===== src/include/pkt_defines.svh =====
/* Widths shared by the packet tester RTL and its testbench.
   Include this wherever a stream, length or register field is sized. */

`ifndef PKT_DEFINES_SVH
`define PKT_DEFINES_SVH

////////////////////
// stream beat

// 64-bit data path, one keep bit per byte
`define PKT_DATA_W 64
`define PKT_KEEP_W 8

// byte length in the header, valid range 1..1023
`define PKT_LEN_W 10

////////////////////
// statistics and registers

`define PKT_CNT_W 16
`define REG_DATA_W 32
`define REG_ADDR_W 3

`endif


===== src/logic/pkt_pkg.sv =====
/* Types and the payload sequence shared by the generator, the checker and the register block.
   Imported inside each module body that needs them. */

`default_nettype none

`include "pkt_defines.svh"

package pkt_pkg;

    ////////////////////
    // stream beat

    // no ready, a valid beat must be taken the cycle it shows up
    typedef struct packed {
        logic                     valid;
        logic [`PKT_DATA_W-1:0]   data;
        logic [`PKT_KEEP_W-1:0]   keep;
        logic                     last;
    } pkt_beat_t;

    ////////////////////
    // FSM states

    typedef enum logic [1:0] {
        GEN_IDLE,
        GEN_HEADER,
        GEN_PAYLOAD
    } pkt_gen_state_e;

    typedef enum logic [1:0] {
        CHK_HEADER,
        CHK_PAYLOAD,
        CHK_VERDICT
    } pkt_chk_state_e;

    // register map, addresses 6 and 7 read zero
    typedef enum logic [`REG_ADDR_W-1:0] {
        REG_CTRL   = 3'd0,
        REG_SEED   = 3'd1,
        REG_LENGTH = 3'd2,
        REG_STATUS = 3'd3,
        REG_GOOD   = 3'd4,
        REG_BAD    = 3'd5
    } reg_addr_e;

    typedef struct packed {
        logic [`PKT_CNT_W-1:0] good;
        logic [`PKT_CNT_W-1:0] bad;
    } chk_stats_t;

    // one xorshift64 step, 13 left / 7 right / 17 left
    // start state is {seed, ~seed} so it never sits at zero
    function automatic logic [`PKT_DATA_W-1:0] pkt_next_word(
        input logic [`PKT_DATA_W-1:0] state
    );
        logic [`PKT_DATA_W-1:0] x;
        x = state;
        x = x ^ (x << 13);
        x = x ^ (x >> 7);
        x = x ^ (x << 17);
        return x;
    endfunction

endpackage

`default_nettype wire


===== src/logic/pkt_checker.sv =====
/* Packet sink: reads the header, regenerates the payload and checks bytes and length.
   Good and bad packet counts saturate and are zeroed by the clear strobe. */

`default_nettype none
`timescale 1ns/1ps

`include "pkt_defines.svh"

module pkt_checker (
    input  wire logic                clk_ifc,
    input  wire logic                reset,
    input  wire pkt_pkg::pkt_beat_t  rx,
    input  wire logic                clear,
    output pkt_pkg::chk_stats_t      stats
);

    import pkt_pkg::*;

    // one extra bit so a long packet can exceed the header length
    localparam int BYTE_W = `PKT_LEN_W + 1;
    localparam int KCNT_W = $clog2(`PKT_KEEP_W + 1);

    pkt_chk_state_e state;

    logic [`PKT_DATA_W-1:0] exp_word;
    logic [`PKT_LEN_W-1:0]  exp_len;
    logic [BYTE_W-1:0]      byte_cnt;
    logic                   err;
    logic                   verdict_bad;

    logic                   take_header;
    logic                   take_payload;
    logic [KCNT_W-1:0]      kept_cnt;
    logic                   mismatch;
    logic [BYTE_W-1:0]      byte_sum;
    logic                   len_bad;

    ////////////////////
    // beat compare

    // a header may follow straight after the last beat
    assign take_header  = rx.valid && ((state == CHK_HEADER) || (state == CHK_VERDICT));
    assign take_payload = rx.valid && (state == CHK_PAYLOAD);

    always_comb begin
        kept_cnt = '0;
        mismatch = 1'b0;
        for (int b = 0; b < `PKT_KEEP_W; b++) begin
            if (rx.keep[b]) begin
                kept_cnt = kept_cnt + 1'b1;
                if (rx.data[b*8 +: 8] != exp_word[b*8 +: 8]) begin
                    mismatch = 1'b1;
                end
            end
        end
        byte_sum = byte_cnt + BYTE_W'(kept_cnt);
        // reaching the length before last means more bytes are coming
        if (rx.last) begin
            len_bad = (byte_sum != {1'b0, exp_len});
        end else begin
            len_bad = (byte_sum >= {1'b0, exp_len});
        end
    end

    ////////////////////
    // FSM

    always_ff @(posedge clk_ifc) begin
        if (reset) begin
            state <= CHK_HEADER;
        end else begin
            case (state)
                CHK_HEADER, CHK_VERDICT: begin
                    if (take_header) begin
                        // last on a header is a broken packet
                        state <= rx.last ? CHK_VERDICT : CHK_PAYLOAD;
                    end else begin
                        state <= CHK_HEADER;
                    end
                end
                CHK_PAYLOAD: begin
                    if (take_payload && rx.last) begin
                        state <= CHK_VERDICT;
                    end
                end
                default: begin
                    state <= CHK_HEADER;
                end
            endcase
        end
    end

    // expected sequence and per-packet error tracking
    always_ff @(posedge clk_ifc) begin
        if (take_header) begin
            exp_word <= pkt_next_word({rx.data[`PKT_DATA_W-1 -: 32], ~rx.data[`PKT_DATA_W-1 -: 32]});
            exp_len  <= rx.data[`PKT_LEN_W-1:0];
            byte_cnt <= '0;
            err      <= 1'b0;
            if (rx.last) begin
                verdict_bad <= 1'b1;
            end
        end else if (take_payload) begin
            exp_word <= pkt_next_word(exp_word);
            byte_cnt <= byte_sum;
            err      <= err | mismatch | len_bad;
            if (rx.last) begin
                verdict_bad <= err | mismatch | len_bad;
            end
        end
    end

    ////////////////////
    // counters

    // clear wins over a verdict on the same cycle
    always_ff @(posedge clk_ifc) begin
        if (reset || clear) begin
            stats <= '0;
        end else if (state == CHK_VERDICT) begin
            if (verdict_bad) begin
                if (stats.bad != '1) begin
                    stats.bad <= stats.bad + 1'b1;
                end
            end else if (stats.good != '1) begin
                stats.good <= stats.good + 1'b1;
            end
        end
    end

    ////////////////////
    // checks

    // byte count above assumes keep has no holes
    rx_keep_contiguous: assert property (
        @(posedge clk_ifc) disable iff (reset)
            rx.valid |-> ((rx.keep & (rx.keep + 1'b1)) == '0)
    );

endmodule

`default_nettype wire


===== src/logic/pkt_generator.sv =====
/* Packet source: one header beat with seed and length, then xorshift payload beats.
   One packet per start pulse, starts during a packet are dropped. */

`default_nettype none
`timescale 1ns/1ps

`include "pkt_defines.svh"

module pkt_generator (
    input  wire logic                   clk_ifc,
    input  wire logic                   reset,
    input  wire logic                   start,
    input  wire logic [`REG_DATA_W-1:0] seed,
    input  wire logic [`PKT_LEN_W-1:0]  length,
    output pkt_pkg::pkt_beat_t          tx,
    output logic                        busy
);

    import pkt_pkg::*;

    pkt_gen_state_e state;

    // remaining payload bytes, including the beat about to go out
    logic [`PKT_LEN_W-1:0]  rem_bytes;
    // next payload word, already stepped past the seed state
    logic [`PKT_DATA_W-1:0] word;

    logic                   launch;
    logic                   emit;
    logic [`PKT_DATA_W-1:0] hdr_data;
    logic [`PKT_DATA_W-1:0] beat_data;
    logic [`PKT_KEEP_W-1:0] beat_keep;
    logic                   beat_last;

    ////////////////////
    // beat formatting

    assign launch = start && (state == GEN_IDLE);
    // a payload beat goes out after the header and after every non-final payload beat
    assign emit = (state == GEN_HEADER) || ((state == GEN_PAYLOAD) && !tx.last);
    assign busy = (state != GEN_IDLE);

    always_comb begin
        // seed on top, length in the low bits
        hdr_data = '0;
        hdr_data[`PKT_DATA_W-1 -: `REG_DATA_W] = seed;
        hdr_data[`PKT_LEN_W-1:0] = length;

        beat_last = (rem_bytes <= `PKT_KEEP_W);
        for (int b = 0; b < `PKT_KEEP_W; b++) begin
            // keep is contiguous from byte 0 on the short beat
            beat_keep[b] = beat_last ? (b < rem_bytes) : 1'b1;
            beat_data[b*8 +: 8] = beat_keep[b] ? word[b*8 +: 8] : 8'h00;
        end
    end

    ////////////////////
    // FSM and output beat

    always_ff @(posedge clk_ifc) begin
        if (reset) begin
            state <= GEN_IDLE;
            tx    <= '0;
        end else begin
            case (state)
                GEN_IDLE: begin
                    if (launch) begin
                        state    <= GEN_HEADER;
                        tx.valid <= 1'b1;
                        tx.data  <= hdr_data;
                        tx.keep  <= '1;
                        tx.last  <= 1'b0;
                    end
                end
                GEN_HEADER, GEN_PAYLOAD: begin
                    if (emit) begin
                        state    <= GEN_PAYLOAD;
                        tx.valid <= 1'b1;
                        tx.data  <= beat_data;
                        tx.keep  <= beat_keep;
                        tx.last  <= beat_last;
                    end else begin
                        // final beat went out this cycle
                        state <= GEN_IDLE;
                        tx    <= '0;
                    end
                end
                default: begin
                    state <= GEN_IDLE;
                    tx    <= '0;
                end
            endcase
        end
    end

    // sequence state and byte count, loaded at start
    always_ff @(posedge clk_ifc) begin
        if (launch) begin
            rem_bytes <= length;
            word      <= pkt_next_word({seed, ~seed});
        end else if (emit) begin
            rem_bytes <= rem_bytes - `PKT_LEN_W'(`PKT_KEEP_W);
            word      <= pkt_next_word(word);
        end
    end

    ////////////////////
    // checks

    tx_last_has_valid: assert property (
        @(posedge clk_ifc) disable iff (reset) tx.last |-> tx.valid
    );

    // a zero length would show up here as an empty final beat
    tx_keep_nonzero: assert property (
        @(posedge clk_ifc) disable iff (reset) tx.valid |-> (tx.keep != '0)
    );

endmodule

`default_nettype wire


===== src/logic/pkt_regs.sv =====
/* Software register block of the tester: seed, length, start/clear strobes,
   and a combinational read port for status and packet counters. */

`default_nettype none
`timescale 1ns/1ps

`include "pkt_defines.svh"

module pkt_regs (
    input  wire logic                   clk_ifc,
    input  wire logic                   reset,
    input  wire logic                   wr_en,
    input  wire pkt_pkg::reg_addr_e     addr,
    input  wire logic [`REG_DATA_W-1:0] wdata,
    input  wire pkt_pkg::reg_addr_e     rd_addr,
    output logic      [`REG_DATA_W-1:0] rdata,
    output logic      [`REG_DATA_W-1:0] seed,
    output logic      [`PKT_LEN_W-1:0]  length,
    output logic                        start,
    output logic                        clear,
    input  wire logic                   busy,
    input  wire pkt_pkg::chk_stats_t    stats
);

    import pkt_pkg::*;

    localparam logic [`REG_DATA_W-1:0] SEED_RESET = 1;
    localparam logic [`PKT_LEN_W-1:0]  LEN_RESET  = 64;

    logic ctrl_wr;

    ////////////////////
    // write side

    assign ctrl_wr = wr_en && (addr == REG_CTRL);

    always_ff @(posedge clk_ifc) begin
        if (reset) begin
            seed   <= SEED_RESET;
            length <= LEN_RESET;
            start  <= 1'b0;
            clear  <= 1'b0;
        end else begin
            if (wr_en && (addr == REG_SEED)) begin
                seed <= wdata;
            end
            // upper bits of the length write are dropped
            if (wr_en && (addr == REG_LENGTH)) begin
                length <= wdata[`PKT_LEN_W-1:0];
            end
            // strobes pulse for one cycle after a ctrl write
            start <= ctrl_wr && wdata[0];
            clear <= ctrl_wr && wdata[1];
        end
    end

    ////////////////////
    // read side

    // combinational read data for the same cycle
    always_comb begin
        rdata = '0;
        case (rd_addr)
            REG_SEED: begin
                rdata = seed;
            end
            REG_LENGTH: begin
                rdata[`PKT_LEN_W-1:0] = length;
            end
            REG_STATUS: begin
                rdata[0] = busy;
            end
            REG_GOOD: begin
                rdata[`PKT_CNT_W-1:0] = stats.good;
            end
            REG_BAD: begin
                rdata[`PKT_CNT_W-1:0] = stats.bad;
            end
            default: begin
                // ctrl and unmapped addresses read zero
                rdata = '0;
            end
        endcase
    end

    ////////////////////
    // checks

    // generator and checker both rely on single-cycle strobes
    start_single_cycle: assert property (
        @(posedge clk_ifc) disable iff (reset) start |=> !start
    );

    clear_single_cycle: assert property (
        @(posedge clk_ifc) disable iff (reset) clear |=> !clear
    );

endmodule

`default_nettype wire


===== src/logic/pkt_tester_top.sv =====
/* Top of the single-lane traffic tester. tx leaves on its own port and rx comes back
   on another, so the loopback path sits outside. */

`default_nettype none
`timescale 1ns/1ps

`include "pkt_defines.svh"

module pkt_tester_top (
    input  wire logic                   clk_ifc,
    input  wire logic                   reset,
    input  wire logic                   wr_en,
    input  wire pkt_pkg::reg_addr_e     addr,
    input  wire logic [`REG_DATA_W-1:0] wdata,
    input  wire pkt_pkg::reg_addr_e     rd_addr,
    output logic      [`REG_DATA_W-1:0] rdata,
    output pkt_pkg::pkt_beat_t          tx,
    input  wire pkt_pkg::pkt_beat_t     rx
);

    import pkt_pkg::*;

    logic [`REG_DATA_W-1:0] seed;
    logic [`PKT_LEN_W-1:0]  length;
    logic                   start;
    logic                   clear;
    logic                   busy;
    chk_stats_t             stats;

    ////////////////////
    // control

    pkt_regs u_regs (
        .clk_ifc (clk_ifc),
        .reset   (reset),
        .wr_en   (wr_en),
        .addr    (addr),
        .wdata   (wdata),
        .rd_addr (rd_addr),
        .rdata   (rdata),
        .seed    (seed),
        .length  (length),
        .start   (start),
        .clear   (clear),
        .busy    (busy),
        .stats   (stats)
    );

    ////////////////////
    // datapath

    pkt_generator u_generator (
        .clk_ifc (clk_ifc),
        .reset   (reset),
        .start   (start),
        .seed    (seed),
        .length  (length),
        .tx      (tx),
        .busy    (busy)
    );

    // checker sees whatever the outside loopback hands back
    pkt_checker u_checker (
        .clk_ifc (clk_ifc),
        .reset   (reset),
        .rx      (rx),
        .clear   (clear),
        .stats   (stats)
    );

endmodule

`default_nettype wire


===== config.mk =====
export PLATFORM = sky130hd
export DESIGN_NAME = pkt_tester_top
export DESIGN_NICKNAME = d
export VERILOG_FILES = /design/src/logic/pkt_pkg.sv /design/src/logic/pkt_checker.sv /design/src/logic/pkt_generator.sv /design/src/logic/pkt_regs.sv /design/src/logic/pkt_tester_top.sv
export VERILOG_INCLUDE_DIRS = /design/src /design/src/include
export SDC_FILE = /design/constraint.sdc
export NUM_CORES = 1
export LEC_CHECK = 0
export BUFFER_PORTS_ARGS = -buffer_cell sky130_fd_sc_hd__buf_2
export CORE_MARGIN = 8
export CORE_UTILIZATION = 50
export DETAILED_ROUTE_END_ITERATION = 10
export PLACE_DENSITY = 0.71
export SYNTH_ARGS = -nofsm -noshare
export SYNTH_HDL_FRONTEND = slang
export SYNTH_SLANG_ARGS = --single-unit

===== constraint.sdc =====
create_clock -name clk_ifc -period 8.5 [get_ports clk_ifc]
set_clock_uncertainty 0.1 [all_clocks]
set_input_delay 1.7 -clock clk_ifc [delete_from_list [all_inputs] [get_ports clk_ifc]]
set_output_delay 1.7 -clock clk_ifc [all_outputs]
set_load 0.005 [all_outputs]

==> impl_metrics.json, run 1 <==
{
  "layout.cells.most_common": "xnor2_1",
  "async_reset_ff_frac": 0,
  "setup_viol": 0,
  "root_buffer": "clkbuf_16",
  "drtPass1Iterations": 6,
  "clk_path_buf_depth": 3,
  "hold_class": "register to register",
  "cap_violations": 0,
  "clk_latency_ns": 0.58,
  "maxSlewHeadroom": 0.1947,
  "chipHeight_um": 217.2,
  "ys.flop_type": "dfxtp_1",
  "hold_viol": 0,
  "grt_pass1_wl_mm": 102.0,
  "via_per_inst": 5.786,
  "start_util": 0.5083,
  "ys_ff_latch": 315,
  "met3_usage": 0.05118,
  "cts_resized": 0,
  "area_delta_synth_final_pct": 12.96,
  "p_leak_nw": 8.641,
  "grt_use_met1": 0.3511,
  "layout_common_cells": "xnor2_1 (519), nor2_1 (230), buf_2 (219)",
  "place_hpwl_mm": 52.55,
  "core_area_um2": 39820,
  "antenna_cells": 0,
  "cts_sinks": 315,
  "drive_gt1_frac": 0.1340,
  "powerDensity_nw_per_um2": 301.2,
  "drt_iter0_markers": 1798,
  "synth_warnings": 0,
  "worstSetupPathType": "input port to register",
  "critical_path_peak_fanout": 9,
  "dpl-instance-area_um2": 21580,
  "gp_congestion": 1.014,
  "placed_cells": 2820,
  "min_period_ns": 7.626,
  "hold_buffers": 0,
  "netlist-cell-type-count": 60,
  "wl_per_cell_um": 23.78,
  "crit_top_cell": "ha_1",
  "finalCritPeriodShare": 0.8971,
  "use_met2": 0.4600,
  "synth_cells": 2203,
  "wl_mm": 68.71,
  "tns_ns": 0,
  "crit_path_end_kind": "register",
  "ant_nets": 0,
  "crit_slowest_cell": "ha_1",
  "post_cts_buffers": 0,
  "max_freq_mhz": 131.1,
  "slew_violations": 0,
  "cts_made_buffers": 38,
  "worst_pin_slew_ns": 1.205,
  "slowest_delay_ns": 0.50,
  "stdcell_area_um2": 22860,
  "final_nets": 2482,
  "drc_errors": 0,
  "htreeDepth": 2,
  "ir_worst_vdd_uv": 243.1,
  "track_usage": 0.2821,
  "totalPowerFinal_mw": 6.887,
  "via_count": 16720,
  "top_usage_layer": "met2",
  "io_buffers": 220,
  "grt_remaining_overflow": 0,
  "ioPinCount": 221,
  "seq_area_frac_synth": 0.3852,
  "fp.dieArea_um2": 47180,
  "cp_data_required_time_ns": 8.67,
  "clk_pin_slew_ns": 0.06,
  "die-width_um": 217.2,
  "rsz0062_at_grt": "no",
  "arrival_ns": 7.80,
  "syn_nets": 2350,
  "instances_no_fill": 2890,
  "cp-start-kind": "input port",
  "synth_area_um2": 20240,
  "cts_tree": "yes",
  "synth_area_per_cell_um2": 9.188,
  "grt_pass1_vias": 16500,
  "status": "completed",
  "synth_edf_count": 149,
  "num-fill-cells": 3556,
  "rows": 73,
  "antenna_found_initial": 0,
  "grt_max_degree": 79
}
-- Yosys cell counts (all sizes together), types with 3 or more instances --
library cell  instances  area share
xnor2               519        0.22
nor2                232       0.043
xor2                197       0.086
nand2               185       0.034
dfxtp               166        0.16
a21oi               154       0.038
edfxtp              149        0.22
clkbuf              124       0.023
o21ai                83       0.021
a22oi                40       0.015
a222oi               34       0.017
ha                   31       0.019
and3                 30      0.0093
nand4                30      0.0093
inv                  29      0.0054
nand3                27      0.0067
mux2i                24       0.012
buf                  16      0.0032
and2                 12      0.0037
nor3                 10      0.0025
o22ai                 9      0.0028
a22o                  8      0.0035
a21o                  7      0.0026
nand2b                7      0.0022
nand3b                7      0.0026
nor4                  7      0.0022
and4                  6      0.0026
nor2b                 6      0.0019
or2                   6      0.0019
o31ai                 4      0.0015
or3                   4      0.0012
a211o                 3      0.0013
a31oi                 3     0.00093
mux2                  3      0.0017
nor3b                 3      0.0011
o211ai                3      0.0011
-- area by class of cell --
class | count | area (um2) | area share
clock inverter | 23 | 232.7 | 0.01018
timing repair buffer | 232 | 1194 | 0.05221
inverter | 30 | 112.6 | 0.004925
sequential | 315 | 7797 | 0.3410
clock buffer | 47 | 1047 | 0.04580
tap | 525 | 656.9 | 0.02873
multi-input combinational | 1718 | 11820 | 0.5171
-- cells by family (layout without fill, tap and decap cells) --
group / Yosys count / in the layout / synth area share
AOI/OAI and AO/OA: 364 / 364 / 0.1111
adders and majority gates: 32 / 32 / 0.02015
xor gates and xnor gates: 716 / 716 / 0.3102
DFF: 315 / 315 / 0.3852
muxes: 28 / 28 / 0.01465
buffers and inverters: 170 / 332 / 0.03171
and+or+nand+nor: 578 / 578 / 0.1270
-- registers in the layout, summed over array words and instances (netlist names) --
signal and cells:
u_regs.start 1, u_checker.err 1, u_generator.state 2, u_checker.byte_cnt 11, u_generator.word 64, u_checker.state 2
u_checker.exp_word 64, u_generator.tx 74, u_checker.verdict_bad 1, u_checker.stats 32, u_regs.seed 32, u_regs.clear 1
u_generator.rem_bytes 10, u_checker.exp_len 10, u_regs.length 10
-- path summary, 6_finish.rpt --
path | from | cells past startpoint | slack, ns | endpoint
min | u_checker.byte_cnt[3] | 2 | 0.38 | u_checker.byte_cnt[3]
max reg2reg | u_checker.byte_cnt[0] | 14 | 4.85 | u_checker.verdict_bad
max | rx[2] | 27 | 0.87 | u_checker.verdict_bad
min reg2reg | u_checker.byte_cnt[3] | 2 | 0.38 | u_checker.byte_cnt[3]
-- worst max-delay path, delay by kind of cell --
kind	cells	cell delay (ns)
adders and majority gates	6	2.18
muxes	2	0.57
AOI/OAI and AO/OA	5	0.89
xor gates and xnor gates	3	0.52
and+or+nand+nor	9	1.75
buffers and inverters	2	0.18
-- through the flow --
stage / hold slack (ns) / setup WS, ns / util
finish: 0.3793 / 0.8745 / 0.5741
floorplan: 0.3383 / 0.9198 / -
global route: 0.4028 / 0.5714 / 0.5741
global placement: 0.3547 / 0.5707 / 0.5420
detailed placement: 0.3673 / 0.3757 / 0.5420
CTS: 0.3758 / 0.9433 / 0.5741
-- where the power goes --
part	internal (mW)	switching (mW)	leakage (nW)
logic	1.40	1.60	5.28
clock network	0.953	0.711	0.618
registers	1.92	0.307	2.74
-- routing by layer --
metal  wire length [um]  vias to the layer above
met4               4096                        0
met2              31760                      843
met1              27130                     7947
met3               5730                      179
met5                  0                        -
li1                   -                     7752
Power figures use the tool's default switching activity.
==> run 2: changes to the inputs <==
--- a/config.mk
+++ b/config.mk
@@ -6,11 +6,11 @@
 export SDC_FILE = /design/constraint.sdc
 export NUM_CORES = 1
 export LEC_CHECK = 0
-export BUFFER_PORTS_ARGS = -buffer_cell sky130_fd_sc_hd__buf_2
 export CORE_MARGIN = 8
 export CORE_UTILIZATION = 50
 export DETAILED_ROUTE_END_ITERATION = 10
-export PLACE_DENSITY = 0.71
+export DONT_BUFFER_PORTS = 1
+export PLACE_DENSITY = 0.66
 export SYNTH_ARGS = -nofsm -noshare
 export SYNTH_HDL_FRONTEND = slang
 export SYNTH_SLANG_ARGS = --single-unit
==> impl_metrics.json, run 2 (same netlist as run 1, synthesis figures left out) <==
{
  "ant_nets": 0,
  "cts_tree": "yes",
  "core_area_um2": 39820,
  "min_from": "u_checker.byte_cnt[3]",
  "antenna_cells": 0,
  "root_buffer": "clkbuf_16",
  "cp_data_required_time_ns": 8.66,
  "status": "completed",
  "wl_mm": 67.22,
  "drive_gt1_frac": 0.04108,
  "io_buffers": 0,
  "stdcell_area_um2": 21720,
  "rsz0062_at_grt": "no",
  "totalPowerFinal_mw": 6.745,
  "gp_congestion": 1.053,
  "instances_no_fill": 2667,
  "place_hpwl_mm": 50.62,
  "cp-start-kind": "input port",
  "largest_register_ffs": 74,
  "clk_path_buf_depth": 3,
  "antenna_found_initial": 0,
  "max_flop_register": "u_generator.tx",
  "grt_pass1_vias": 15470,
  "hold_class": "register to register",
  "wl_per_cell_um": 25.20,
  "reg2reg_depth": 8,
  "grt_remaining_overflow": 0,
  "setup_viol": 0,
  "holdPathEnd": "u_checker.byte_cnt[3]",
  "post_cts_buffers": 0,
  "num-fill-cells": 3668,
  "hold_viol": 0,
  "cap_violations": 0,
  "track_usage": 0.2752,
  "powerDensity_nw_per_um2": 310.6,
  "worstSetupPathType": "input port to register",
  "final_util": 0.5454,
  "final_nets": 2259,
  "crit_path_end_kind": "register",
  "grt_max_degree": 122,
  "drc_errors": 0,
  "drt_iter0_markers": 1751,
  "critical_path_peak_fanout": 9,
  "cts_made_buffers": 38,
  "area_delta_synth_final_pct": 7.294,
  "whs_path_depth": 2,
  "cts_sinks": 315,
  "start_util": 0.5083,
  "placed_cells": 2597,
  "p_leak_nw": 7.589,
  "dpl-instance-area_um2": 20460,
  "arrival_ns": 7.86,
  "min_period_ns": 7.698,
  "worst_pin_slew_ns": 1.212,
  "r2r-end": "u_generator.word[30]",
  "clk_latency_ns": 0.57,
  "die-width_um": 217.2,
  "maxSlewHeadroom": 0.1902,
  "max_freq_mhz": 129.9,
  "finalCritPeriodShare": 0.9056,
  "cts_resized": 0,
  "top_regs": "u_generator.tx: 74 flops, u_checker.exp_word: 64 flops, u_generator.word: 64 flops",
  "reg2reg_slack_ns": 4.60,
  "ioPinCount": 221,
  "rows": 73,
  "hold_buffers": 0,
  "via_per_inst": 5.960,
  "slew_violations": 0,
  "ir_worst_vdd_uv": 329.2,
  "clk_pin_slew_ns": 0.06,
  "grt_pass1_wl_mm": 98.90,
  "drtPass1Iterations": 8,
  "fp.dieArea_um2": 47180,
  "via_count": 15900,
  "layout.cells.most_common": "xnor2_1",
  "rr_startpoint": "u_generator.state[0]",
  "tns_ns": 0,
  "htreeDepth": 2,
  "layout_common_cells": "xnor2_1 (519), nor2_1 (230), xor2_1 (196)",
  "chipHeight_um": 217.2
}
-- run 2: cell count changes in the layout (fill, tap and decap cells not counted), sizes merged --
cell and delta:
buf -223, clkbuf +4, clkinvlp -4, clkinv -3, inv +2, bufinv +1
-- run 2: how the worst max path moves through the flow --
stage / from / to / slack (ns) / cells after the start
4_1_cts: rx[1] / u_checker.verdict_bad / 0.89 / 26
3_5_place_dp: rx[1] / u_checker.verdict_bad / 0.34 / 26
5_1_grt: rx[1] / u_checker.verdict_bad / 0.39 / 26
3_3_place_gp: rx[1] / u_checker.verdict_bad / 0.45 / 26
6_report: rx[1] / u_checker.verdict_bad / 0.80 / 26
2_1_floorplan: rx[1] / u_checker.verdict_bad / 0.92 / 27
-- run 2: cell type report --
type                            count  area, um2  area share
Multi-Input combinational cell   1718      11820      0.5444
Sequential cell                   315       7797      0.3590
Clock buffer                       51       1072     0.04937
Tap cell                          525      656.9     0.03025
Clock inverter                     19      187.7    0.008642
Inverter                           30      112.6    0.005185
Timing Repair Buffer                9      67.56    0.003111
-- run 2: critical path, cell delays in order --
cell,delay [ns]
inv_1,0.03
ha_1,0.51
xor2_2,0.29
ha_1,0.36
nand3b_1,0.19
mux2_2,0.27
o221a_2,0.14
ha_1,0.28
xnor2_1,0.13
o22a_1,0.23
and2_1,0.18
ha_1,0.29
mux2_2,0.30
fa_1,0.43
a21o_1,0.20
a21oi_1,0.37
nor2_1,0.18
nand3_1,0.14
xnor2_1,0.10
ha_1,0.31
nand3_1,0.12
or3_1,0.41
a21oi_1,0.15
nand2_1,0.06
nor4_1,0.35
nand3_1,0.11
-- run 2: power breakdown --
part,switching [mW],internal (mW),total (mW)
Combinational,1.47,1.38,2.85
Sequential,0.321,1.92,2.24
Clock,0.674,0.983,1.66
-- run 2: through the flow --
| step | worst slack, ns | hold slack [ns] |
|---|---|---|
| after CTS | 0.8942 | 0.3755 |
| after floorplan | 0.9198 | 0.3383 |
| after global routing | 0.3904 | 0.4022 |
| after global placement | 0.4536 | 0.3580 |
| final | 0.8021 | 0.3730 |
| after detailed placement | 0.3413 | 0.3615 |
-- run 2: per-layer routing --
metal	global-route usage	wire length (um)
met5	0	0
met1	0.3360	25810
met4	0.1634	4172
met2	0.4393	30630
met3	0.06477	6605
